$ cat src/hw/lc3b_types.sv
// ===================================================================
// lc3b isa types
// ===================================================================
package lc3b_types;

	typedef logic [15:0] lc3b_word;	// data or byte address.
	typedef logic [2:0] lc3b_reg;	// register index.
	typedef logic [2:0] lc3b_nzp;	// n, z, p flags.

	typedef enum logic [3:0]
	{
		op_br  = 4'b0000,
		op_add = 4'b0001,
		op_and = 4'b0101,
		op_ldr = 4'b0110,
		op_str = 4'b0111,
		op_not = 4'b1001
	} lc3b_opcode;

	typedef enum logic [1:0]
	{
		alu_add,
		alu_and,
		alu_not,
		alu_pass
	} lc3b_aluop;

	localparam int num_regs = 8;
	localparam int dmem_words = 256;
	localparam int dmem_aw = $clog2(dmem_words);	// word index width.

	localparam int op_lsb = 12;	// opcode, 4 bits.
	localparam int dr_lsb = 9;	// dest or nzp, 3 bits.
	localparam int sr1_lsb = 6;	// base or sr1, 3 bits.
	localparam int sr2_lsb = 0;	// sr2, 3 bits.
	localparam int imm_flag = 5;	// ir5.

endpackage

$ cat src/hw/regfile.sv
// ===================================================================
// register file
// ===================================================================
`timescale 1ns/100ps

module regfile
(
	input logic clk,
	input logic reset,
	input logic we,
	input lc3b_types::lc3b_reg waddr,
	input lc3b_types::lc3b_word wdata,
	input lc3b_types::lc3b_reg raddr_a,
	input lc3b_types::lc3b_reg raddr_b,
	output lc3b_types::lc3b_word rdata_a,
	output lc3b_types::lc3b_word rdata_b
);

	lc3b_types::lc3b_word regs [lc3b_types::num_regs];

	always_ff @(posedge clk)
	begin
		if (reset)
		begin
			for (int i = 0; i < lc3b_types::num_regs; i++)
				regs[i] <= '0;	// all registers start at zero.
		end
		else if (we)
			regs[waddr] <= wdata;
	end

	// same cycle write goes straight to the readers.
	assign rdata_a = (we && waddr == raddr_a) ? wdata : regs[raddr_a];
	assign rdata_b = (we && waddr == raddr_b) ? wdata : regs[raddr_b];

endmodule : regfile

$ cat config.mk
export PLATFORM = sky130hd
export DESIGN_NAME = regfile
export DESIGN_NICKNAME = d
export VERILOG_FILES = /design/src/hw/lc3b_types.sv /design/src/hw/regfile.sv
export SDC_FILE = /design/constraint.sdc
export NUM_CORES = 1
export LEC_CHECK = 0
export ABC_CLOCK_PERIOD_IN_PS = 3670
export BUFFER_PORTS_ARGS = -buffer_cell sky130_fd_sc_hd__buf_2
export CAP_MARGIN = 10
export CORE_MARGIN = 5
export CORE_UTILIZATION = 30
export CTS_CLUSTER_SIZE = 24
export DETAILED_ROUTE_END_ITERATION = 16
export PLACE_DENSITY = 0.51
export SLEW_MARGIN = 10
export SYNTH_ARGS = -nofsm -noshare
export SYNTH_HDL_FRONTEND = slang
export SYNTH_SLANG_ARGS = --single-unit
$ cat constraint.sdc
create_clock -name clk -period 3.67 [get_ports clk]
set_clock_uncertainty 0.15 [all_clocks]
set_input_delay 0 -clock clk [delete_from_list [all_inputs] [get_ports clk]]
set_output_delay 0 -clock clk [all_outputs]
set_load 0.1 [all_outputs]
==> flow_summary.rst, run 1 <==
.. list-table::
   :header-rows: 1

   * - Metric
     - Value
   * - Fraction of layout instances using a drive strength above 1
     - 33.5%
   * - TritonCTS sink count
     - 128
   * - Post-CTS Resized
     - 0
   * - Number of detailed-routing iterations run before antenna repair
     - 5
   * - Starting utilization of the core area
     - 30.6%
   * - Total number of nets in the final design
     - 554
   * - Wire length per cell
     - 23.8 um
   * - Reg with most FFs
     - regs
   * - Leftover overflow at the end of global routing
     - 0
   * - Total I/O pin count
     - 60
   * - Max reg flops
     - 128
   * - Number of cells produced by synthesis
     - 445
   * - Area of the die
     - 28100 um^2
   * - Sequential share of the synthesized area
     - 51.6%
   * - Total chip power
     - 4240 uW
   * - Critical path data required time
     - 3520 ps
   * - Hold violation count in the final report
     - 0
   * - Post-detailed-placement cell area
     - 8110 um^2
   * - Max-capacitance violation count
     - 0
   * - Reported leakage power
     - 0.00331 uW
   * - Layout Area Growth over Synthesis
     - 18.1%
   * - Worst hold slack
     - 249 ps
   * - Critical path class
     - reg2out
   * - Share of the clock period used by the worst path after layout
     - 63.5%
   * - Mean post-synth cell area
     - 16.7 um^2
   * - Reg clk slew, reported paths
     - 60 ps
   * - GRT Resource Usage Total
     - 14.9%
   * - DR iter-0 viols
     - 280
   * - Number of warning messages in the yosys log
     - 0
   * - Setup total negative slack
     - 0 ps
   * - Portion of synthesized cell area occupied by the leading cell type
     - 51.6%
   * - Register bit count reported by yosys
     - 128
   * - Post-DR vias/cell
     - 4.98
   * - TritonCTS clock tree
     - built
   * - Mapped Nets
     - 473
   * - Clock network fraction of design power
     - 36.7%
   * - Cell taking the most area after synthesis
     - edfxtp_1
   * - P_int
     - 2970 uW
   * - Setup-failing EPs final
     - 0
   * - Pin slew with the least headroom to its limit
     - 657 ps
   * - Path class of the lowest-slack min-delay path
     - in2reg
   * - CTS Root Cell
     - clkbuf_16
   * - Endpoint kind of the worst setup timing path
     - primary output
   * - Post-route antenna net violation count
     - 0
   * - Num CTS Buffers
     - 17
   * - Cell area after synthesis
     - 7450 um^2
   * - Post-route standard cell area excluding fillers
     - 8800 um^2
   * - Max Fclk
     - 429 MHz
   * - Sequential share of power
     - 41.1%
   * - Max clock buf depth
     - 2
   * - Via count of the first global-routing pass
     - 4714
   * - Largest voltage drop on the vdd net
     - 282 uV
   * - Startpoint Class
     - register
   * - # Post-CTS Setup Buffers
     - 0
   * - Core Region
     - 24400 um^2
   * - Pin count of the biggest net entering global routing
     - 21
   * - Die width
     - 168 um
   * - Minimum period implied by the final worst setup slack
     - 2330 ps
   * - Detailed placer's ending HPWL
     - 12600 um
   * - Max_slew headroom
     - 56.2%
   * - CTS H-Tree Depth
     - 4
   * - Via count
     - 4297
   * - Largest registers ranked by flip-flop count
     - regs: 128 flops
   * - RSZ-0062 raised after global routing
     - false
   * - Number of max-slew violations in the final report
     - 0
   * - CP max stage cell
     - mux4_1
   * - Critical path arrival
     - 2180 ps
   * - Crit path max fanout
     - 2
   * - Residual DRC
     - 0
   * - Die Span Y
     - 168 um
   * - Fraction of the core area covered by cells at the end of the flow
     - 36.1%
   * - Logic pwr share
     - 22.2%
   * - Number of core rows
     - 57
   * - Yosys cell types
     - 20
   * - Status
     - finished clean
   * - Buffers on Ports
     - 59
   * - Most area-consuming cells after synthesis
     - edfxtp_1, mux4_1, and2_1, mux2_2, mux2_4
   * - Total wire length
     - 20500 um
   * - Initial antenna violation count
     - 1
   * - Cell Pwr Density
     - 482 nW/um^2
   * - Net switching power of the design
     - 1270 uW
   * - CP cell instances
     - mux4_1 > mux2_2 > mux2_4 > buf_2
   * - First-pass GRT wire length
     - 30300 um
   * - Switching share of total power
     - 29.9%
   * - Last weighted congestion value of the routability-driven placer
     - 0.734
   * - CP peak stage delay
     - 520 ps
[path summary, 6_finish.rpt]
path | startpoint | to | cells after the start
min | waddr[0] | regs[0][7] | 4
max | regs[2][11] | rdata_a[11] | 4
[worst max-delay path: cells and delay by family, from the launching register on]
family	cells	cell delay, ps
buffers and inverters	1	290
multiplexers	3	1090
flip-flops	1	400
[cells in the mapped netlist]
cell	number
and2_1	128
buf_2	3
buf_4	1
buf_6	9
clkbuf_1	19
edfxtp_1	128
mux2_2	53
mux2_4	11
mux4_1	60
mux4_2	4
nand2_1	1
nand2b_1	2
nand3b_1	1
nand4_1	2
nor2_1	6
nor3_1	1
nor3_2	1
or2_2	8
or3b_2	1
xnor2_1	6
[layout make-up]
type | count | area [um^2]
tap | 324 | 405
clock inverter | 9 | 93.8
antenna | 1 | 2.50
multi-input combinational | 285 | 3420
sequential | 128 | 3840
fill | 2339 | 15600
timing repair buffer | 94 | 598
clock buffer | 21 | 440
[timing repair]
| item | 4_1_cts | 5_1_grt |
|---|---|---|
| hold buffers | 16 | 0 |
| setup endpoints to repair | 0 | 0 |
| endpoints found under the hold margin | 128 | 0 |
[cell usage in the layout, fill, tap and decap left out, drive strengths merged]
| cell type | n |
|---|---|
| nand2b | 2 |
| nand3b | 1 |
| xnor2 | 6 |
| clkinvlp | 1 |
| or2 | 8 |
| and2 | 128 |
| clkbuf | 21 |
| dlygate4sd3 | 16 |
| or3b | 1 |
| clkinv | 6 |
| diode | 1 |
| nand4 | 2 |
| bufinv | 2 |
| edfxtp | 128 |
| nand2 | 1 |
| nor2 | 6 |
| nor3 | 2 |
| mux2 | 64 |
| mux4 | 64 |
| buf | 78 |
[layer usage]
| metal | wire [um] | vias to the layer above | share of wire (%) | track usage [%] |
|---|---|---|---|---|
| met3 | 767 | 33 | 3.7 | 2.38 |
| met1 | 8910 | 2212 | 43 | 19.4 |
| met2 | 10400 | 114 | 51 | 24.9 |
| met5 | 0 | - | 0 | 0 |
| met4 | 438 | 0 | 2.1 | 5.86 |
| li1 | - | 1938 | - | - |
[power by group through the flow]
stage	sequential [uW]	combinational, uW	clock (uW)
global placement	1760	935	0
CTS	1740	955	1590
detailed placement	1770	939	0
global route	1750	983	1660
finish	1740	942	1560
floorplan	1750	758	0
[cells by family (layout without fill, tap and decap cells)]
kind of cell,Yosys count,in the layout,share of synthesized area (%)
mux,128,128,32.6
flops,128,128,51.6
simple gates,151,151,12.5
xor+xnor,6,6,0.705
buf+inv,32,124,2.62
other cells,0,1,0
[metrics by stage]
stage               setup slack [ps]  cells
finish                          1340    862
detailed placement              1340    815
global placement                1330    815
floorplan                       1950    445
CTS                             1310    861
global route                    1260    861
Power figures use the tool's default switching activity.
==> run 2: changes to the inputs <==
--- a/config.mk
+++ b/config.mk
@@ -5,7 +5,7 @@
 export SDC_FILE = /design/constraint.sdc
 export NUM_CORES = 1
 export LEC_CHECK = 0
-export ABC_CLOCK_PERIOD_IN_PS = 3670
+export ABC_CLOCK_PERIOD_IN_PS = 2150
 export BUFFER_PORTS_ARGS = -buffer_cell sky130_fd_sc_hd__buf_2
 export CAP_MARGIN = 10
 export CORE_MARGIN = 5
==> constraint.sdc (replaced) <==
create_clock -name clk -period 2.15 [get_ports clk]
set_clock_uncertainty 0.15 [all_clocks]
set_input_delay 0 -clock clk [delete_from_list [all_inputs] [get_ports clk]]
set_output_delay 0 -clock clk [all_outputs]
set_load 0.1 [all_outputs]
==> flow_summary.rst, run 2 (synthesized netlist as in run 1, its figures left out) <==
.. list-table::
   :header-rows: 1

   * - Metric
     - Value
   * - Status
     - finished, violations left
   * - RSZ-0062 raised after global routing
     - true
   * - Post-detailed-placement cell area
     - 8510 um^2 (+4.9%)
   * - Total wire length
     - 20800 um (+1.3%)
   * - Startpoint Class
     - register
   * - Number of detailed-routing iterations run before antenna repair
     - 5 (unchanged)
   * - First-pass GRT wire length
     - 31000 um (+2.3%)
   * - Path class of the lowest-slack min-delay path
     - in2reg
   * - Die Span Y
     - 168 um (unchanged)
   * - Fraction of layout instances using a drive strength above 1
     - 47.0% (+13 points)
   * - DR iter-0 viols
     - 329 (+18%)
   * - Max Fclk
     - 459 MHz
   * - Detailed placer's ending HPWL
     - 12800 um (+2.1%)
   * - Post-place setup slack
     - 203 ps (-1140 ps)
   * - Startpoint of the tightest hold check path
     - reset
   * - Max reg flops
     - 128 (unchanged)
   * - Cell Pwr Density
     - 838 nW/um^2 (+74%)
   * - Fraction of the core area covered by cells at the end of the flow
     - 38.6% (+2.5 points)
   * - Endpoint kind of the worst setup timing path
     - primary output
   * - Total number of nets in the final design
     - 564 (+1.8%)
   * - Largest registers ranked by flip-flop count
     - regs: 128 flops
   * - Via count of the first global-routing pass
     - 4707 (-0.15%)
   * - Hold violation count in the final report
     - 0 (unchanged)
   * - Share of the clock period used by the worst path after layout
     - 101%
   * - Largest voltage drop on the vdd net
     - 471 uV (+67%)
   * - Number of max-slew violations in the final report
     - 0 (unchanged)
   * - Highest-count cells in the layout ignoring fill and taps
     - and2_1, edfxtp_1, mux4_2
   * - Global routing met3 resource utilization
     - 3.16% (+0.78 points)
   * - Max_slew headroom
     - 54.4% (-1.8 points)
   * - Pin slew with the least headroom to its limit
     - 684 ps (+27.0 ps)
   * - Met1 GRT Util
     - 19.9% (+0.47 points)
   * - Critical path data required time
     - 2000 ps (-1520 ps)
   * - Via count
     - 4334 (+0.86%)
   * - Critical path class
     - reg2out
   * - Num CTS Buffers
     - 17 (unchanged)
   * - TritonCTS sink count
     - 128 (unchanged)
   * - Starting utilization of the core area
     - 30.6% (unchanged)
   * - Last weighted congestion value of the routability-driven placer
     - 0.750 (+2.3%)
   * - Critical path arrival
     - 2030 ps (-150 ps)
   * - Crit path setup slack, layout
     - -29.2 ps (-1370 ps)
   * - Total I/O pin count
     - 60 (unchanged)
   * - Max clock buf depth
     - 2 (unchanged)
   * - Number of core rows
     - 57 (unchanged)
   * - Reported leakage power
     - 0.00351 uW (+6.1%)
   * - TritonCTS clock tree
     - built
   * - GRT Resource Usage Total
     - 15.0% (+0.17 points)
   * - Crit path max fanout
     - 2 (unchanged)
   * - CTS Root Cell
     - clkbuf_16
   * - Post-route antenna net violation count
     - 0 (unchanged)
   * - Most crowded layer after global routing
     - met2
   * - Worst hold path stage count
     - 2 (-2)
   * - Leftover overflow at the end of global routing
     - 0 (unchanged)
   * - Global routing usage on met2
     - 24.6% (-0.28 points)
   * - Initial antenna violation count
     - 1 (unchanged)
   * - Buffers on Ports
     - 59 (unchanged)
   * - Setup-failing EPs final
     - 30 (+30)
   * - Wire length per cell
     - 23.8 um (-0.13%)
   * - Reg with most FFs
     - regs
   * - Setup total negative slack
     - -508 ps (-508 ps)
   * - DP Cell Count
     - 825 (+1.2%)
   * - Minimum period implied by the final worst setup slack
     - 2180 ps
   * - Core Region
     - 24400 um^2 (unchanged)
   * - Failing checks
     - setup timing
   * - Residual DRC
     - 0 (unchanged)
   * - Post-DR vias/cell
     - 4.96 (-0.52%)
   * - Count of placed standard cells in the final layout, fillers left out
     - 874 (+1.4%)
   * - Post-route standard cell area excluding fillers
     - 9420 um^2 (+7.0%)
   * - Hold Crit Endpoint
     - regs[2][0]
   * - Pin count of the biggest net entering global routing
     - 34 (+62%)
   * - Layout Area Growth over Synthesis
     - 26.4%
   * - Area of the die
     - 28100 um^2 (unchanged)
   * - CTS H-Tree Depth
     - 4 (unchanged)
   * - Max-capacitance violation count
     - 0 (unchanged)
   * - Reg clk slew, reported paths
     - 60 ps (about the same)
   * - Die width
     - 168 um (unchanged)
-- run 2: final cells by class --
class / count / area, um^2
fillers: 2291 / 15000
flip-flops and latches: 128 / 3840
multi-input cells: 285 / 3340
repair buffers: 104 / 1250
clock buffers: 17 / 425
well taps: 324 / 405
clock inverters: 15 / 144
diodes: 1 / 2.50
-- run 2: critical path: stages, from the launching register on --
cell      delay (ps)
edfxtp_1         410
mux4_2           480
mux2_4           280
mux2_4           270
buf_12           170
-- run 2: repair_timing --
action	CTS	global route
hold endpoints to repair	128	0
hold buffers	16	0
pin swaps	0	0
endpoints found under the setup margin	32	32
cloned	0	0
buffers inserted	0	0
resized for setup	154	14
-- run 2: per-stage QoR --
| stage | total power [uW] | hold slack [ps] |
|---|---|---|
| after floorplan | 4280 | 48.2 |
| after global placement | 4810 | 245 |
| after detailed placement | 4840 | 256 |
| after CTS | 7930 | 1.89 |
| after global routing | 8130 | 23.5 |
| final | 7890 | 24.2 |
-- run 2: worst max path at each step --
stage                      from          end  slack (ps)
CTS                  regs[0][9]   rdata_b[9]         -40
detailed placement   raddr_a[0]   rdata_a[2]         200
floorplan           regs[5][13]  rdata_b[13]         430
finish               regs[1][7]   rdata_b[7]         -30
global route         regs[0][2]   rdata_a[2]         -80
global placement     raddr_a[0]   rdata_a[1]         220
-- run 2: per-layer routing --
layer | share of wire (%) | vias up
li1 | - | 1902
met1 | 43 | 2271
met2 | 50 | 131
met3 | 5.0 | 30
met4 | 2.4 | 0
met5 | 0 | -
-- run 2: power by group --
part	internal, uW	switching (uW)
logic	914	1200
clock network	1690	1100
registers	2910	80.0
total	5520	2380
