### src/hw/lc3b_types.sv
// ===================================================================
// lc3b isa types
// ===================================================================
package lc3b_types;

	typedef logic [15:0] lc3b_word;	// data or byte address.
	typedef logic [2:0] lc3b_reg;	// register index.
	typedef logic [2:0] lc3b_nzp;	// n, z, p flags.

	typedef enum logic [3:0]
	{
		op_br  = 4'b0000,
		op_add = 4'b0001,
		op_and = 4'b0101,
		op_ldr = 4'b0110,
		op_str = 4'b0111,
		op_not = 4'b1001
	} lc3b_opcode;

	typedef enum logic [1:0]
	{
		alu_add,
		alu_and,
		alu_not,
		alu_pass
	} lc3b_aluop;

	localparam int num_regs = 8;
	localparam int dmem_words = 256;
	localparam int dmem_aw = $clog2(dmem_words);	// word index width.

	localparam int op_lsb = 12;	// opcode, 4 bits.
	localparam int dr_lsb = 9;	// dest or nzp, 3 bits.
	localparam int sr1_lsb = 6;	// base or sr1, 3 bits.
	localparam int sr2_lsb = 0;	// sr2, 3 bits.
	localparam int imm_flag = 5;	// ir5.

endpackage

### src/hw/lc3b_pipe.sv
// ===================================================================
// pipeline payload types
// ===================================================================
package lc3b_pipe;

	localparam logic [1:0] wb_none = 2'b00;	// no write-back.
	localparam logic [1:0] wb_mem = 2'b01;	// load data.
	localparam logic [1:0] wb_alu = 2'b11;	// alu result.
	localparam logic addr_pc = 1'b0;	// pc + 2 as base.
	localparam logic addr_base = 1'b1;	// sr1 as base.

	typedef struct packed
	{
		lc3b_types::lc3b_opcode opcode;
		lc3b_types::lc3b_aluop aluop;
		logic sr1_needed;
		logic sr2_needed;	// also the str source.
		logic sr2mux_sel;	// 1 picks sr2, 0 picks imm.
		logic addr_sel;
		logic br_op;
		logic br_stall;	// holds fetch.
		logic lshf1;
		logic [1:0] wbmux_sel;
		logic load_regfile;
		logic load_cc;
		logic dcache_enable;
		logic dcacherw;	// 1 is a store.
	} lc3b_control_word;

	typedef struct packed
	{
		lc3b_types::lc3b_word pc;
		lc3b_types::lc3b_word instr;
	} fd_payload;

	typedef struct packed
	{
		lc3b_control_word ctrl;
		lc3b_types::lc3b_word pc;
		lc3b_types::lc3b_word sr1;
		lc3b_types::lc3b_word sr2;	// or store value.
		lc3b_types::lc3b_word imm;	// already sign extended.
		lc3b_types::lc3b_reg dest;
		lc3b_types::lc3b_nzp nzp;
	} de_payload;

	typedef struct packed
	{
		lc3b_control_word ctrl;
		lc3b_types::lc3b_word pc;
		lc3b_types::lc3b_word result;	// alu value or address.
		lc3b_types::lc3b_word store_data;
		lc3b_types::lc3b_reg dest;
		lc3b_types::lc3b_nzp nzp;
	} em_payload;

	typedef struct packed
	{
		lc3b_types::lc3b_word pc;
		lc3b_types::lc3b_opcode opcode;
		logic wrote;
		lc3b_types::lc3b_reg dest;
		lc3b_types::lc3b_word value;
		logic stored;
		lc3b_types::lc3b_word store_addr;
		lc3b_types::lc3b_word store_data;
		logic taken;
		lc3b_types::lc3b_word next_pc;
	} commit_t;

endpackage

### src/hw/execute_stage.sv
// ===================================================================
// execute stage
// ===================================================================
`timescale 1ns/100ps

module execute_stage
(
	input logic in_valid,
	input lc3b_pipe::de_payload in_data,
	output lc3b_types::lc3b_reg ex_dest,
	output logic ex_writes,
	output logic out_valid,
	output lc3b_pipe::em_payload out_data
);

	lc3b_types::lc3b_word alu_b;
	lc3b_types::lc3b_word alu_out;
	lc3b_types::lc3b_word offset;
	lc3b_types::lc3b_word base;
	lc3b_types::lc3b_word addr;

	assign alu_b = in_data.ctrl.sr2mux_sel ? in_data.sr2 : in_data.imm;

	always_comb
	begin
		case (in_data.ctrl.aluop)
			lc3b_types::alu_add: alu_out = in_data.sr1 + alu_b;
			lc3b_types::alu_and: alu_out = in_data.sr1 & alu_b;
			lc3b_types::alu_not: alu_out = ~in_data.sr1;
			lc3b_types::alu_pass: alu_out = alu_b;
		endcase
	end

	// address adder, base register or pc + 2.
	assign offset = in_data.ctrl.lshf1 ? {in_data.imm[14:0], 1'b0} : in_data.imm;
	assign base = (in_data.ctrl.addr_sel == lc3b_pipe::addr_base) ? in_data.sr1 :
		in_data.pc + 16'd2;
	assign addr = base + offset;

	assign ex_dest = in_data.dest;	// for the decode interlock.
	assign ex_writes = in_data.ctrl.load_regfile;
	assign out_valid = in_valid;

	always_comb
	begin
		out_data.ctrl = in_data.ctrl;
		out_data.pc = in_data.pc;
		if (in_data.ctrl.dcache_enable || in_data.ctrl.br_op)
			out_data.result = addr;	// memory address or branch target.
		else
			out_data.result = alu_out;
		out_data.store_data = in_data.sr2;
		out_data.dest = in_data.dest;
		out_data.nzp = in_data.nzp;
	end

endmodule : execute_stage

### config.mk
export PLATFORM = sky130hd
export DESIGN_NAME = execute_stage
export DESIGN_NICKNAME = d
export VERILOG_FILES = /design/src/hw/lc3b_types.sv /design/src/hw/lc3b_pipe.sv /design/src/hw/execute_stage.sv
export SDC_FILE = /design/constraint.sdc
export NUM_CORES = 1
export LEC_CHECK = 0
export ABC_CLOCK_PERIOD_IN_PS = 10600
export BUFFER_PORTS_ARGS = -buffer_cell sky130_fd_sc_hd__buf_2
export CORE_MARGIN = 5
export CORE_UTILIZATION = 40
export DETAILED_ROUTE_END_ITERATION = 10
export PLACE_DENSITY = 0.72
export SYNTH_ARGS = -nofsm -noshare
export SYNTH_HDL_FRONTEND = slang
export SYNTH_SLANG_ARGS = --single-unit
### constraint.sdc
create_clock -name vclk -period 10.6
set_clock_uncertainty 0.2 [all_clocks]
set_input_delay 1.59 -clock vclk [all_inputs]
set_output_delay 1.59 -clock vclk [all_outputs]
set_load 0.1 [all_outputs]
==> results of run 1 <==
## cell families (layout without fill, tap and decap cells)
kind of cell / Yosys count / count (layout) / share of synthesized area (%)
AOI/OAI and AO/OA: 121 / 121 / 23.94
adders and majority gates: 37 / 37 / 14.47
xor gates and xnor gates: 35 / 35 / 9.280
muxes: 52 / 52 / 18.86
buffers and inverters: 97 / 145 / 18.22
and+or+nand+nor: 107 / 107 / 15.23
## worst paths after layout
| kind | cells after the start | endpoint | slack, ns |
|---|---|---|---|
| min | 0 | out_data[66] | 2.98 |
| max | 13 | out_data[36] | 4.04 |
## cells in the mapped netlist (8+ instances only)
master    number
nand3_1       12
buf_4         62
mux2_2        32
nor2_1        23
mux2i_1       15
ha_1          35
inv_1         18
nand2_1       44
o21ai_0       31
xnor2_1       19
clkbuf_1      11
xor2_1        16
a21oi_1       24
a21o_1         8
## report_power, final
group	switching, mW	internal (mW)	leakage (nW)	total, mW
sequential	0	0	0	0
clock	0	0	0	0
combinational	0.309	0.108	1.66	0.418
total	0.309	0.108	1.66	0.418
## metrics by stage
step                      power [mW]  instance area [um^2]  util (%)  cells
after global placement        0.4090                  3535     43.45    602
final                         0.4178                  3535     43.45    602
after floorplan               0.3858                  3303         -    449
after global routing          0.4423                  3535     43.45    602
after CTS                     0.4154                  3535     43.45    602
after detailed placement      0.4139                  3535     43.45    602
## layout make-up
type                            count  area (um^2)
Inverter                           19        71.32
Fill cell                         825         4599
Tap cell                          105        131.4
Multi-Input combinational cell    352         2701
Timing Repair Buffer              126        630.6
## critical path, cell delays in order
cell,delay [ns]
buf_2,0.34
mux2_2,0.25
ha_1,0.23
inv_1,0.07
fa_1,0.37
nand2b_1,0.21
a211oi_1,0.26
nor2_1,0.12
a2bb2oi_1,0.18
a2111o_1,0.41
o21ai_1,0.08
a2bb2oi_1,0.19
buf_2,0.45
## layout by cell type, fill, tap and decap left out, types with 3 or more instances in the layout
master and count:
a211oi_1 7, a21o_1 8, a21oi_1 24, a31oi_1 5, a41oi_1 3, buf_2 126
ha_1 35, inv_1 18, mux2_2 32, mux2i_1 15, mux4_2 5, nand2_1 44
nand2b_1 3, nand3_1 12, nand4_1 3, nor2_1 23, nor2b_1 4, nor3_1 5
o211ai_1 6, o21a_1 5, o21ai_0 31, o21ai_1 3, o22ai_1 3, xnor2_1 19
xor2_1 16
## routing by layer
layer	global-route usage (%)	vias up	share of wire (%)
met5	0	-	0
met4	3.316	0	1.8
met3	2.561	25	7.9
met2	33.32	152	48
met1	24.32	1589	42
li1	-	1670	-
==> flow_summary_export.csv, run 1 <==
group,metric,value,unit
status,status,"finished clean",
sta,finalCritPeriodShare,61.87,%
global_route,grt_util_all_layers,18.78,%
place,port-buffer-count,126,
cells_and_area,n_antenna_cell,0,
sta,hold_violations,0,
place,dpl_worst_slack,4.091,ns
cts,cts_resized,0,
sta,slew_violations,0,
detailed_routing,drt-initial-drc-count,129,
global_route,grt.overflow.total,0,
cts,postCtsSetupRepairBufs,0,
detailed_routing,detail_route.vias_per_cell,5.708,
sta,clock.fmax,0.1525,GHz
sta,finalSetupViolations,0,
place,gp_congestion,0.9280,
critical_path,cp-end-kind,"output port",
synth,yosysTopAreaCellShare,14.09,%
synth,synth_area,3303,um^2
sta,setup_ws,4.041,ns
critical_path,worstPathMaxFanout,17,
cells_and_area,clockBufferCount,0,
critical_path,crit_type,"in2out",
floorplanning,io_pins,168,
global_route,grt_pass1_wl,15920,um
power_and_ir_drop,powerDensity,118.2,nW/um^2
sta,grt_setup_unrepaired,"no",
critical_path,cp.required,8.81,ns
synth,ys_seq_area_share,0,%
detailed_routing,routedWlPerCell,16.74,um
sta,tns,0,ns
synth,syn_inst,449,
power_and_ir_drop,power.static_leakage,1.664,nW
floorplanning,coreArea,8134,um^2
sta,worst_pin_slew,0.8504,ns
cts,postCtsHoldBufs,0,
job,drv_cap,0,
floorplanning,die_x,100.9,um
power_and_ir_drop,ir_drop,57.34,uV
floorplanning,num_rows,33,
floorplanning,start_util,40.61,%
synth,avgSynthCellArea,7.357,um^2
hold_path,holdCritStartpoint,"in_data[82]",
detailed_routing,num_vias,3436,
global_route,grt_start_max_net_pins,31,
critical_path,setup.worst_path.start,"in_data[80]",
cells_and_area,syn2layout_area_growth,7.008,%
synth,synth.area.top_cells,"buf_4 14%, ha_1 13%, mux2_2 11%, xnor2_1 5.0%, nand2_1 5.0%",
floorplanning,die_h,100.9,um
synth,synth.net_count,576,
global_route,antenna_found_initial,0,
detailed_routing,ant_nets,0,
global_route,grt_pass1_vias,3352,
detailed_routing,routed_wl,10080,um
cells_and_area,final-seq-area,0,um^2
detailed_routing,drc,0,
synth,synth_cell_types,60,
place,dpl.hpwl,8658,um
detailed_routing,first_pass_iters,5,
sta,period_minus_slack,6.559,ns
floorplanning,die-area,10180,um^2
cells_and_area,drive_above_1_share,34.41,%
sta,timing.hold.ws,2.980,ns
critical_path,startpoint_type,"input port",
sta,slew_headroom,43.09,%
critical_path,cp.arrival,4.77,ns
cells_and_area,final_net_count,626,
cells_and_area,nFlopsAndLatches,0,
hold_path,min_path_type,"in2out",
synth,yosys_warnings,0,
synth,yosysTopAreaCell,"buf_4",
(Power assumes the default switching activity.)
==> inputs of run 2 (changes only) <==
--- a/config.mk
+++ b/config.mk
@@ -5,12 +5,12 @@
 export SDC_FILE = /design/constraint.sdc
 export NUM_CORES = 1
 export LEC_CHECK = 0
-export ABC_CLOCK_PERIOD_IN_PS = 10600
+export ABC_CLOCK_PERIOD_IN_PS = 5670
 export BUFFER_PORTS_ARGS = -buffer_cell sky130_fd_sc_hd__buf_2
 export CORE_MARGIN = 5
 export CORE_UTILIZATION = 40
 export DETAILED_ROUTE_END_ITERATION = 10
-export PLACE_DENSITY = 0.72
+export PLACE_DENSITY = 0.75
 export SYNTH_ARGS = -nofsm -noshare
 export SYNTH_HDL_FRONTEND = slang
 export SYNTH_SLANG_ARGS = --single-unit
==> constraint.sdc (replaced) <==
create_clock -name vclk -period 5.67
set_clock_uncertainty 0.2 [all_clocks]
set_input_delay 0.8505 -clock vclk [all_inputs]
set_output_delay 0.8505 -clock vclk [all_outputs]
set_load 0.1 [all_outputs]
==> run 2 against run 1 <==
Against the previous run:
- non-clock buffer count is the same
- hold slack lost 1.5 ns
- combinational power grew 87%
- critical path type unchanged
- core utilization grew 0.061 points
- largest power group unchanged
- highest routed layer unchanged
- die area is the same
- flip-flop and latch count is the same
- clock-buffer cell count is the same
- largest cell class unchanged
- sequential share of layout area is the same
- power grew 87%
- worst setup slack lost 3.5 ns
- critical endpoint unchanged
- final area grew 0.14%
- first-iteration DRC count grew 61%
==> flow_summary_export.csv, run 2 (same netlist as run 1, synthesis figures left out) <==
group,metric,value,unit
critical_path,worstPathMaxFanout,17,
cells_and_area,final_cell_mix,"126 x buf_2, 44 x nand2_1, 35 x ha_1",
critical_path,critPathSlowestCell,"buf_2",
cells_and_area,final-seq-area,0,um^2
cells_and_area,nFlopsAndLatches,0,
critical_path,startpoint_type,"input port",
floorplanning,num_rows,33,
detailed_routing,drt-initial-drc-count,208,
floorplanning,die_h,100.9,um
place,dpl.hpwl,8495,um
power_and_ir_drop,ir_drop,154.3,uV
hold_path,min_path_cells,0,
hold_path,min_path_type,"in2out",
critical_path,cp.arrival,4.09,ns
global_route,antenna_found_initial,0,
power_and_ir_drop,power_frac_comb,100.0,%
cells_and_area,design_area,3540,um^2
global_route,grt_util_all_layers,18.40,%
global_route,grt_pass1_vias,3355,
global_route,grt_start_max_net_pins,31,
sta,slew_violations,0,
cells_and_area,n_antenna_cell,0,
detailed_routing,routed_wl,10020,um
floorplanning,die-area,10180,um^2
sta,slew_headroom,38.07,%
cells_and_area,layout_commonest_cell,"buf_2",
hold_path,holdCritStartpoint,"in_data[81]",
floorplanning,coreArea,8134,um^2
cells_and_area,final_net_count,626,
global_route,grt.overflow.total,0,
detailed_routing,routedWlPerCell,16.64,um
hold_path,hold_end,"out_data[65]",
cts,postCtsSetupRepairBufs,0,
sta,timing.hold.ws,1.501,ns
power_and_ir_drop,netSwitchingFraction,73.97,%
detailed_routing,first_pass_iters,5,
sta,tns,0,ns
floorplanning,io_pins,168,
cells_and_area,syn2layout_area_growth,7.159,%
critical_path,crit_type,"in2out",
cts,postCtsHoldBufs,0,
cells_and_area,drive_above_1_share,34.61,%
power_and_ir_drop,p_seq_share,0,%
critical_path,cp.required,4.62,ns
critical_path,crit_buf_inv,3,
critical_path,cp_top_family,"compound AO/OA/AOI/OAI gates",
sta,worst_pin_slew,0.9256,ns
status,status,"finished clean",
sta,finalSetupViolations,0,
detailed_routing,drc,0,
sta,grt_setup_unrepaired,"no",
critical_path,crit_chain,"buf_2 -> mux2_2 -> ha_1 -> inv_1 -> fa_1 -> nand2b_1 -> a211oi_1 -> nor2_1 -> a2bb2oi_1 -> a2111o_1 -> o21ai_1 -> a2bb2oi_1 -> buf_2",
place,gp_congestion,0.9051,
place,dp_cells,602,
cts,cts_resized,0,
sta,finalCritPeriodShare,90.61,%
power_and_ir_drop,power.internal,203.1,uW
place,placed_area,3540,um^2
floorplanning,start_util,40.61,%
floorplanning,die_x,100.9,um
power_and_ir_drop,powerDensity,220.4,nW/um^2
power_and_ir_drop,p_clk_share,0,%
cells_and_area,clockBufferCount,0,
sta,clock.fmax,0.1947,GHz
power_and_ir_drop,power.static_leakage,1.665,nW
critical_path,slowest_delay,0.46,ns
cells_and_area,layout.cells.non_filler,602,
job,drv_cap,0,
sta,hold_violations,0,
power_and_ir_drop,power.switching,577.1,uW
detailed_routing,ant_nets,0,
sta,period_minus_slack,5.137,ns
detailed_routing,detail_route.vias_per_cell,5.762,
place,port-buffer-count,126,
detailed_routing,num_vias,3469,
critical_path,cp-end-kind,"output port",
global_route,grt_pass1_wl,15560,um
run 2: cell count changes in the layout (fill, tap and decap cells not counted):
cell / previous run / this run
o31ai_1: 1 / 0
o21ai_0: 31 / 30
o31ai_2: 0 / 1
o21ai_1: 3 / 4
run 2: final cells by class:
class / instances / area [um^2]
fill: 846 / 4594
inverter: 19 / 71.32
timing repair buffer: 126 / 630.6
multi-input combinational: 352 / 2706
tap: 105 / 131.4
run 2: layer usage:
metal | wire (um) | global-route usage (%)
met5 | 0 | 0
met3 | 779 | 0.8997
met4 | 256 | 4.041
met1 | 4130 | 24.29
met2 | 4853 | 32.86
run 2: stage by stage:
stage	total power, mW	worst slack [ns]	utilization (%)
floorplan	0.7228	0.01971	-
global placement	0.7633	0.7037	43.52
detailed placement	0.7721	0.6082	43.52
CTS	0.7747	0.6066	43.52
global route	0.8235	0.3994	43.52
finish	0.7802	0.5327	43.52
run 2: how the worst max path moves through the flow:
stage,from,to,cells after the start
after floorplan,in_data[76],out_data[27],8
after global placement,in_data[80],out_data[36],13
after detailed placement,in_data[80],out_data[36],13
after CTS,in_data[80],out_data[36],13
after global routing,in_data[80],out_data[36],13
final,in_data[80],out_data[36],13
run 2: power groups by stage:
stage	Sequential (mW)	Clock [mW]	Combinational [mW]
3_3_place_gp	0	0	0.763
4_1_cts	0	0	0.775
5_1_grt	0	0	0.824
2_1_floorplan	0	0	0.723
6_report	0	0	0.780
3_5_place_dp	0	0	0.772
