<file path="config.mk">
export PLATFORM = sky130hd
export DESIGN_NAME = fetch_unit
export DESIGN_NICKNAME = d
export VERILOG_FILES = /design/src/hw/lc3b_types.sv /design/src/hw/lc3b_pipe.sv /design/src/hw/fetch_unit.sv
export SDC_FILE = /design/constraint.sdc
export NUM_CORES = 1
export LEC_CHECK = 0
export ABC_AREA = 1
export ABC_CLOCK_PERIOD_IN_PS = 3200
export BUFFER_PORTS_ARGS = -buffer_cell sky130_fd_sc_hd__buf_2
export CORE_MARGIN = 4
export CORE_UTILIZATION = 23
export CTS_CLUSTER_DIAMETER = 60
export DETAILED_ROUTE_END_ITERATION = 8
export GPL_TIMING_DRIVEN = 0
export HOLD_SLACK_MARGIN = 0.1
export SLEW_MARGIN = 30
export SYNTH_ARGS = -nofsm -noshare
export SYNTH_HDL_FRONTEND = slang
export SYNTH_SLANG_ARGS = --single-unit
</file>
<file path="constraint.sdc">
create_clock -name clk -period 3.2 [get_ports clk]
set_input_delay 0.64 -clock clk [delete_from_list [all_inputs] [get_ports clk]]
set_output_delay 0.64 -clock clk [all_outputs]
set_load 0.005 [all_outputs]
</file>
<file path="src/hw/lc3b_types.sv">
// ===================================================================
// lc3b isa types
// ===================================================================
package lc3b_types;

	typedef logic [15:0] lc3b_word;	// data or byte address.
	typedef logic [2:0] lc3b_reg;	// register index.
	typedef logic [2:0] lc3b_nzp;	// n, z, p flags.

	typedef enum logic [3:0]
	{
		op_br  = 4'b0000,
		op_add = 4'b0001,
		op_and = 4'b0101,
		op_ldr = 4'b0110,
		op_str = 4'b0111,
		op_not = 4'b1001
	} lc3b_opcode;

	typedef enum logic [1:0]
	{
		alu_add,
		alu_and,
		alu_not,
		alu_pass
	} lc3b_aluop;

	localparam int num_regs = 8;
	localparam int dmem_words = 256;
	localparam int dmem_aw = $clog2(dmem_words);	// word index width.

	localparam int op_lsb = 12;	// opcode, 4 bits.
	localparam int dr_lsb = 9;	// dest or nzp, 3 bits.
	localparam int sr1_lsb = 6;	// base or sr1, 3 bits.
	localparam int sr2_lsb = 0;	// sr2, 3 bits.
	localparam int imm_flag = 5;	// ir5.

endpackage

</file>
<file path="src/hw/lc3b_pipe.sv">
// ===================================================================
// pipeline payload types
// ===================================================================
package lc3b_pipe;

	localparam logic [1:0] wb_none = 2'b00;	// no write-back.
	localparam logic [1:0] wb_mem = 2'b01;	// load data.
	localparam logic [1:0] wb_alu = 2'b11;	// alu result.
	localparam logic addr_pc = 1'b0;	// pc + 2 as base.
	localparam logic addr_base = 1'b1;	// sr1 as base.

	typedef struct packed
	{
		lc3b_types::lc3b_opcode opcode;
		lc3b_types::lc3b_aluop aluop;
		logic sr1_needed;
		logic sr2_needed;	// also the str source.
		logic sr2mux_sel;	// 1 picks sr2, 0 picks imm.
		logic addr_sel;
		logic br_op;
		logic br_stall;	// holds fetch.
		logic lshf1;
		logic [1:0] wbmux_sel;
		logic load_regfile;
		logic load_cc;
		logic dcache_enable;
		logic dcacherw;	// 1 is a store.
	} lc3b_control_word;

	typedef struct packed
	{
		lc3b_types::lc3b_word pc;
		lc3b_types::lc3b_word instr;
	} fd_payload;

	typedef struct packed
	{
		lc3b_control_word ctrl;
		lc3b_types::lc3b_word pc;
		lc3b_types::lc3b_word sr1;
		lc3b_types::lc3b_word sr2;	// or store value.
		lc3b_types::lc3b_word imm;	// already sign extended.
		lc3b_types::lc3b_reg dest;
		lc3b_types::lc3b_nzp nzp;
	} de_payload;

	typedef struct packed
	{
		lc3b_control_word ctrl;
		lc3b_types::lc3b_word pc;
		lc3b_types::lc3b_word result;	// alu value or address.
		lc3b_types::lc3b_word store_data;
		lc3b_types::lc3b_reg dest;
		lc3b_types::lc3b_nzp nzp;
	} em_payload;

	typedef struct packed
	{
		lc3b_types::lc3b_word pc;
		lc3b_types::lc3b_opcode opcode;
		logic wrote;
		lc3b_types::lc3b_reg dest;
		lc3b_types::lc3b_word value;
		logic stored;
		lc3b_types::lc3b_word store_addr;
		lc3b_types::lc3b_word store_data;
		logic taken;
		lc3b_types::lc3b_word next_pc;
	} commit_t;

endpackage

</file>
<file path="src/hw/fetch_unit.sv">
// ===================================================================
// fetch unit
// ===================================================================
`timescale 1ns/100ps

module fetch_unit
(
	input logic clk,
	input logic reset,
	input logic hold,
	input logic branch_pending,
	input logic redirect_valid,
	input lc3b_types::lc3b_word redirect_pc,
	output logic imem_req,
	output lc3b_types::lc3b_word imem_addr,
	input lc3b_types::lc3b_word imem_rdata,
	input logic imem_ack,
	output logic out_valid,
	output lc3b_pipe::fd_payload out_data
);

	typedef enum logic [1:0] {s_idle, s_req, s_release} fetch_state_t;

	fetch_state_t state;
	lc3b_types::lc3b_word pc;
	logic capture;

	// data is taken only when decode can accept it.
	assign capture = (state == s_req) && imem_ack && !hold;

	always_ff @(posedge clk)
	begin
		if (reset)
		begin
			state <= s_idle;
			pc <= '0;
		end
		else
		begin
			case (state)
				s_idle:
					if (!hold && !branch_pending && !redirect_valid)
						state <= s_req;	// raise req next.
				s_req:
					if (capture)
						state <= s_release;	// drop req.
				s_release:
					if (!imem_ack)
						state <= s_idle;	// ack gone, cycle done.
				default:
					state <= s_idle;
			endcase
			if (redirect_valid)
				pc <= redirect_pc;	// branch resolved.
			else if (capture)
				pc <= pc + 16'd2;
		end
	end

	assign imem_req = (state == s_req);
	assign imem_addr = pc;	// stable through the request.
	assign out_valid = capture;
	assign out_data.pc = pc;
	assign out_data.instr = imem_rdata;

endmodule : fetch_unit

</file>
==> impl_metrics.py, run 1 <==
metrics = {
    "timing": {
        "timing_worst_slew_pin_value_ns": 0.568,
        "maxSlewViolCount": 0,
        "fmax_mhz": 548,
        "final_critical_path_setup_slack_ns": 1.37,
        "timing.hold.ws_ns": 0.479,
        "setup_viol": 0,
        "post-route-period-util": 0.571,
        "setup_total_negative_slack_ns": 0,
        "grt_setup_unrepaired": "no",
        "worst_clock_skew_ns": 0.00562,
        "timing.slew.headroom": 0.622,
        "hold_viol_final": 0,
        "final_period_minus_worst_setup_slack_ns": 1.83,
    },
    "die": {
        "io-pin-count": 88,
        "die_area_um2": 7370,
        "initial_core_util": 0.237,
        "fp.coreArea_um2": 5890,
        "placementRows": 28,
        "die_w_um": 85.8,
        "floorplan.die.height_um": 85.8,
    },
    "routing": {
        "met2WireLength_um": 1890,
        "wl_per_cell_um": 11.2,
        "drt.antenna.violating_nets": 0,
        "totalWireLength_um": 3970,
        "met3RoutedLength_um": 262,
        "route.detailed.vias_per_inst": 4.24,
        "highest_layer": "met4",
        "m1WireLength_um": 1730,
        "detailedRoute.firstIterationViolations": 70,
        "drt_drc_violations_left": 0,
        "first_pass_iters": 4,
        "vias": 1510,
    },
    "cells_and_area": {
        "flow.area_growth_from_synthesis_pct": 35.8,
        "seqCellArea_um2": 360,
        "nets": 321,
        "area_of_combinational_cells_with_multiple_inputs_um2": 693,
        "layout.cells.non_filler": 356,
        "antenna_cells_inserted": 0,
        "fillerInstances": 678,
        "drive_gt1_frac": 0.459,
        "final_area_um2": 1890,
    },
    "place": {
        "buffer_ports.inserted": 70,
        "place_worst_setup_slack_ns": 1.38,
        "hpwl_after_dpl_um": 3210,
        "dpl_cell_area_um2": 1840,
        "placed_cells_incl_taps": 352,
        "place_congestion": 0.819,
    },
    "power_and_ir_drop": {
        "max-vdd-ir-drop_mv": 0.122,
        "clkPwrFrac": 0.311,
        "portion_of_total_power_attributed_to_combinational_logic": 0.257,
        "power_share_of_the_sequential_group": 0.432,
        "p_switching_mw": 0.177,
        "p_leak_nw": 0.985,
        "swShare": 0.288,
        "cellPowerDensity_nw_per_um2": 324,
        "internal_power_mw": 0.436,
    },
    "critical_path": {
        "timing.critical_path.from_type": "input pin",
        "critPathLaunch": "hold",
        "critPathRequiredTime_ns": 2.56,
        "rr_startpoint": "imem_addr[2]$_SDFFE_PP0P_",
        "cp-end-kind": "output port",
        "worst-endpoint-arrival_ns": 1.19,
        "critical_path_class": "in -> out",
        "critical_path.max_fanout": 4,
    },
    "min_path": {
        "min_from": "imem_addr[0]$_SDFFE_PP0P_",
        "worst_hold_path_type": "reg -> reg",
    },
    "cts": {
        "cts_root_buf": "sky130_fd_sc_hd__clkbuf_8",
        "cts.hold.buffers_added": 0,
        "cts_repair_resize_count": 0,
        "postCtsSetupRepairBufs": 0,
        "clk_pin_slew_ns": 0.07,
        "tritoncts_clock_tree": "done",
        "cts-root-to-sink-buffers": 2,
        "cts_made_buffers": 3,
        "clock_tree.htree_level_count": 1,
        "clock_sinks": 18,
        "clock_insertion_delay_worst_skew_ns": 0.26,
    },
    "synth": {
        "postSynthRegisterBits": 18,
        "post_synth_num_cell_types": 27,
        "syn-num-nets": 246,
        "yosys_warnings": 0,
        "syn-mean-instance-area_um2": 6.73,
        "synthesis.area_um2": 1390,
        "post_synth_inst_count": 207,
        "seq_area_frac_synth": 0.259,
    },
    "grt": {
        "grt_antenna_before_repair": 0,
        "first_pass_grt_wire_length_um": 6480,
        "first_global_vias": 1458,
        "grt.total_usage": 0.108,
        "globalRoute.totalOverflow": 0,
        "grt_start_max_net_pins": 11,
    },
    "flow_run": {
        "drv.max_cap_violation_count": 0,
    },
    "outcome": {
        "status": "completed",
    },
}
worst max-delay path: stages:
cell                      delay, ns
sky130_fd_sc_hd__buf_2         0.12
sky130_fd_sc_hd__inv_1         0.05
sky130_fd_sc_hd__nand2_1       0.05
sky130_fd_sc_hd__nor2_2        0.18
sky130_fd_sc_hd__buf_2         0.16
placed cells by master (no fill, tap or decap), types with 4 or more instances in the layout:
master and instances:
sky130_fd_sc_hd__nor2_2 8, sky130_fd_sc_hd__buf_4 33, sky130_fd_sc_hd__buf_2 71, sky130_fd_sc_hd__nand2_1 48
sky130_fd_sc_hd__o21ai_0 4, sky130_fd_sc_hd__inv_1 19, sky130_fd_sc_hd__clkbuf_8 4, sky130_fd_sc_hd__dfxtp_1 18
sky130_fd_sc_hd__nor2_1 12, sky130_fd_sc_hd__a21oi_1 11, sky130_fd_sc_hd__xor2_1 4, sky130_fd_sc_hd__nand3_1 15
sky130_fd_sc_hd__nand2_2 4, sky130_fd_sc_hd__nand4_1 6, sky130_fd_sc_hd__o21bai_1 6
area by class of cell:
type	instances	area share
multi-input combinational	132	0.366
sequential	18	0.190
timing repair buffer	70	0.185
inverter	21	0.0416
buffer	36	0.138
tap	75	0.0496
clock buffer	4	0.0291
logic make-up after synthesis:
group	share of synthesized area
AO/OA/AOI/OAI	0.125
flip-flops	0.259
XOR/XNOR	0.0314
buffers and inverters	0.244
adder cells (fa/ha/maj)	0.00898
AND/OR/NAND/NOR	0.332
final timing paths:
path / end / cells after the start / slack [ns]
hold reg to reg: imem_addr[0]$_SDFFE_PP0P_ / 2 / 0.48
setup / recovery: out_valid / 5 / 1.37
hold / removal: imem_addr[0]$_SDFFE_PP0P_ / 2 / 0.48
setup reg to reg: imem_addr[11]$_SDFFE_PP0P_ / 7 / 1.80
stage by stage:
stage / utilization / power (mW)
finish: 0.322 / 0.612
global route: 0.322 / 0.652
global placement: 0.312 / 0.428
CTS: 0.322 / 0.620
floorplan: - / 0.362
detailed placement: 0.312 / 0.430
per-layer routing:
metal	vias to the layer above	GRT usage
met3	9	0.0163
met2	57	0.189
met5	-	0
met4	0	0.0446
li1	778	-
met1	666	0.133
power groups by stage:
stage / clock network [mW] / registers (mW) / logic, mW
after global placement: 0 / 0.270 / 0.158
after floorplan: 0 / 0.266 / 0.0962
after CTS: 0.195 / 0.265 / 0.161
after detailed placement: 0 / 0.270 / 0.160
after global routing: 0.205 / 0.270 / 0.178
final: 0.190 / 0.265 / 0.157
synthesized netlist by cell type, drive strengths merged:
| master | number | area (µm²) |
|---|---|---|
| nand2 | 54 | 228 |
| buf | 34 | 253 |
| nor2 | 22 | 118 |
| inv | 21 | 78.8 |
| dfxtp | 18 | 360 |
| nand3 | 15 | 75.1 |
| a21oi | 12 | 63.8 |
| o21bai | 7 | 56.3 |
| nand4 | 6 | 37.5 |
| o21ai | 4 | 20.0 |
| xor2 | 4 | 35.0 |
| a31oi | 3 | 18.8 |
| clkbuf | 2 | 8.75 |
| a22oi | 1 | 7.51 |
| ha | 1 | 12.5 |
| nor3 | 1 | 5.00 |
| o211ai | 1 | 7.51 |
| xnor2 | 1 | 8.76 |
flip-flops by register name (all words and copies together), names as in the netlist:
register and count:
imem_addr 16, state 2
No activity file was read; power rests on OpenSTA's default activity.
==> run 2, diff against run 1 <==
--- a/config.mk
+++ b/config.mk
@@ -6,7 +6,7 @@
 export NUM_CORES = 1
 export LEC_CHECK = 0
 export ABC_AREA = 1
-export ABC_CLOCK_PERIOD_IN_PS = 3200
+export ABC_CLOCK_PERIOD_IN_PS = 1550
 export BUFFER_PORTS_ARGS = -buffer_cell sky130_fd_sc_hd__buf_2
 export CORE_MARGIN = 4
 export CORE_UTILIZATION = 23
==> constraint.sdc (replaced) <==
create_clock -name clk -period 1.55 [get_ports clk]
set_input_delay 0.31 -clock clk [delete_from_list [all_inputs] [get_ports clk]]
set_output_delay 0.31 -clock clk [all_outputs]
set_load 0.005 [all_outputs]
==> impl_metrics.py, run 2 (synthesized netlist as in run 1, its figures left out) <==
metrics = {
    "cells_and_area": {
        "layout.cells.most_common_list": "sky130_fd_sc_hd__buf_2, sky130_fd_sc_hd__nand2_1, sky130_fd_sc_hd__buf_4",
        "fin_util": 0.323,
        "layout_commonest_cell": "sky130_fd_sc_hd__buf_2",
        "antenna_cells_inserted": 0,
        "nets": 321,
        "flip_flop_count_of_the_largest_register_all_copies_and_words_added": 16,
        "fillerInstances": 676,
        "flow.area_growth_from_synthesis_pct": 36.4,
        "drive_gt1_frac": 0.466,
    },
    "critical_path": {
        "timing.critical_path.from_type": "flop",
        "rr_startpoint": "imem_addr[8]$_SDFFE_PP0P_",
        "critPathLaunch": "state[1]$_SDFFE_PP0P_",
        "regToRegSetupSlack_ns": 0.20,
        "critical_path.max_fanout": 4,
        "ff2ff_path_depth": 7,
        "critPathCapture": "out_valid",
        "cp-end-kind": "output port",
        "critPathRequiredTime_ns": 1.24,
        "critical_path_class": "reg -> out",
        "worst-endpoint-arrival_ns": 1.09,
        "timing.rr.end": "imem_addr[12]$_SDFFE_PP0P_",
    },
    "cts": {
        "clk_pin_slew_ns": 0.07,
        "postCtsSetupRepairBufs": 0,
        "tritoncts_clock_tree": "done",
        "cts_made_buffers": 3,
        "clock_sinks": 18,
        "cts-root-to-sink-buffers": 2,
        "cts_root_buf": "sky130_fd_sc_hd__clkbuf_8",
        "cts.hold.buffers_added": 0,
        "cts_repair_resize_count": 0,
        "clock_tree.htree_level_count": 1,
        "clock_insertion_delay_worst_skew_ns": 0.26,
    },
    "power_and_ir_drop": {
        "cellPowerDensity_nw_per_um2": 666,
        "internal_power_mw": 0.901,
        "portion_of_total_power_attributed_to_combinational_logic": 0.257,
        "power_share_of_the_sequential_group": 0.433,
        "max-vdd-ir-drop_mv": 0.250,
        "swShare": 0.288,
        "p_switching_mw": 0.365,
        "clkPwrFrac": 0.310,
        "fin_total_pwr_mw": 1.27,
        "p_leak_nw": 0.986,
    },
    "timing": {
        "maxSlewViolCount": 0,
        "worst_clock_skew_ns": 0.00417,
        "setup_total_negative_slack_ns": 0,
        "timing.slew.headroom": 0.628,
        "timing_worst_slew_pin_value_ns": 0.557,
        "post-route-period-util": 0.905,
        "hold_viol_final": 0,
        "timing.hold.ws_ns": 0.301,
        "fmax_mhz": 713,
        "grt_setup_unrepaired": "no",
        "final_period_minus_worst_setup_slack_ns": 1.40,
        "setup_viol": 0,
    },
    "die": {
        "fp.coreArea_um2": 5890,
        "floorplan.die.height_um": 85.8,
        "initial_core_util": 0.237,
        "placementRows": 28,
        "io-pin-count": 88,
        "die_w_um": 85.8,
        "die_area_um2": 7370,
    },
    "grt": {
        "grt.total_usage": 0.108,
        "globalRoute.totalOverflow": 0,
        "grt_antenna_before_repair": 0,
        "grt_start_max_net_pins": 11,
        "first_pass_grt_wire_length_um": 6480,
        "first_global_vias": 1458,
    },
    "flow_run": {
        "drv.max_cap_violation_count": 0,
    },
    "routing": {
        "route.detailed.vias_per_inst": 4.27,
        "first_pass_iters": 4,
        "detailedRoute.firstIterationViolations": 70,
        "drt_drc_violations_left": 0,
        "vias": 1519,
        "wl_per_cell_um": 11.2,
        "drt.antenna.violating_nets": 0,
        "totalWireLength_um": 3990,
    },
    "place": {
        "hpwl_after_dpl_um": 3210,
        "place_congestion": 0.819,
        "buffer_ports.inserted": 70,
    },
    "min_path": {
        "worst_hold_path_type": "in -> reg",
    },
    "outcome": {
        "status": "completed",
    },
}
run 2: how the worst min path moves through the flow:
stage / startpoint / end / depth (start not counted) / slack (ns)
floorplan: redirect_pc[0] / imem_addr[0]$_SDFFE_PP0P_ / 2 / 0.46
global placement: imem_addr[0]$_SDFFE_PP0P_ / imem_addr[0]$_SDFFE_PP0P_ / 2 / 0.47
detailed placement: imem_addr[0]$_SDFFE_PP0P_ / imem_addr[0]$_SDFFE_PP0P_ / 2 / 0.48
CTS: redirect_pc[0] / imem_addr[0]$_SDFFE_PP0P_ / 3 / 0.30
global route: redirect_pc[2] / imem_addr[2]$_SDFFE_PP0P_ / 3 / 0.32
finish: redirect_pc[0] / imem_addr[0]$_SDFFE_PP0P_ / 3 / 0.30
run 2: power groups by stage:
| stage | registers (mW) | logic, mW | clock network, mW |
|---|---|---|---|
| 6_report | 0.548 | 0.326 | 0.393 |
| 3_3_place_gp | 0.558 | 0.326 | 0 |
| 2_1_floorplan | 0.549 | 0.199 | 0 |
| 4_1_cts | 0.547 | 0.332 | 0.402 |
| 3_5_place_dp | 0.558 | 0.330 | 0 |
| 5_1_grt | 0.558 | 0.367 | 0.423 |
run 2: critical path, cell delays in order, from the launching register on:
cell and delay, ns:
sky130_fd_sc_hd__dfxtp_1 0.35, sky130_fd_sc_hd__inv_2 0.08, sky130_fd_sc_hd__nand2_1 0.06, sky130_fd_sc_hd__nor2_2 0.20
sky130_fd_sc_hd__buf_2 0.15
run 2: routing by layer:
layer | global-route usage | vias to the layer above | share of wire
met4 | 0.0446 | 0 | 0.021
li1 | - | 780 | -
met1 | 0.133 | 670 | 0.43
met5 | 0 | - | 0
met3 | 0.0163 | 9 | 0.069
met2 | 0.189 | 60 | 0.48
run 2: per-stage QoR:
step | cell area, µm² | std cells | setup WS (ns)
after floorplan | 1390 | 207 | 0.311
after global placement | 1840 | 352 | 0.178
after detailed placement | 1840 | 352 | 0.139
after CTS | 1890 | 356 | 0.109
after global routing | 1900 | 356 | 0.0333
final | 1900 | 356 | 0.147
run 2: final cells by class:
class	count	area [µm²]	area share
plain buffers	36	262	0.138
flip-flops and latches	18	363	0.191
repair buffers	70	350	0.184
well taps	75	93.8	0.0494
clock buffers	4	55.1	0.0290
inverters	21	78.8	0.0415
multi-input cells	132	698	0.367
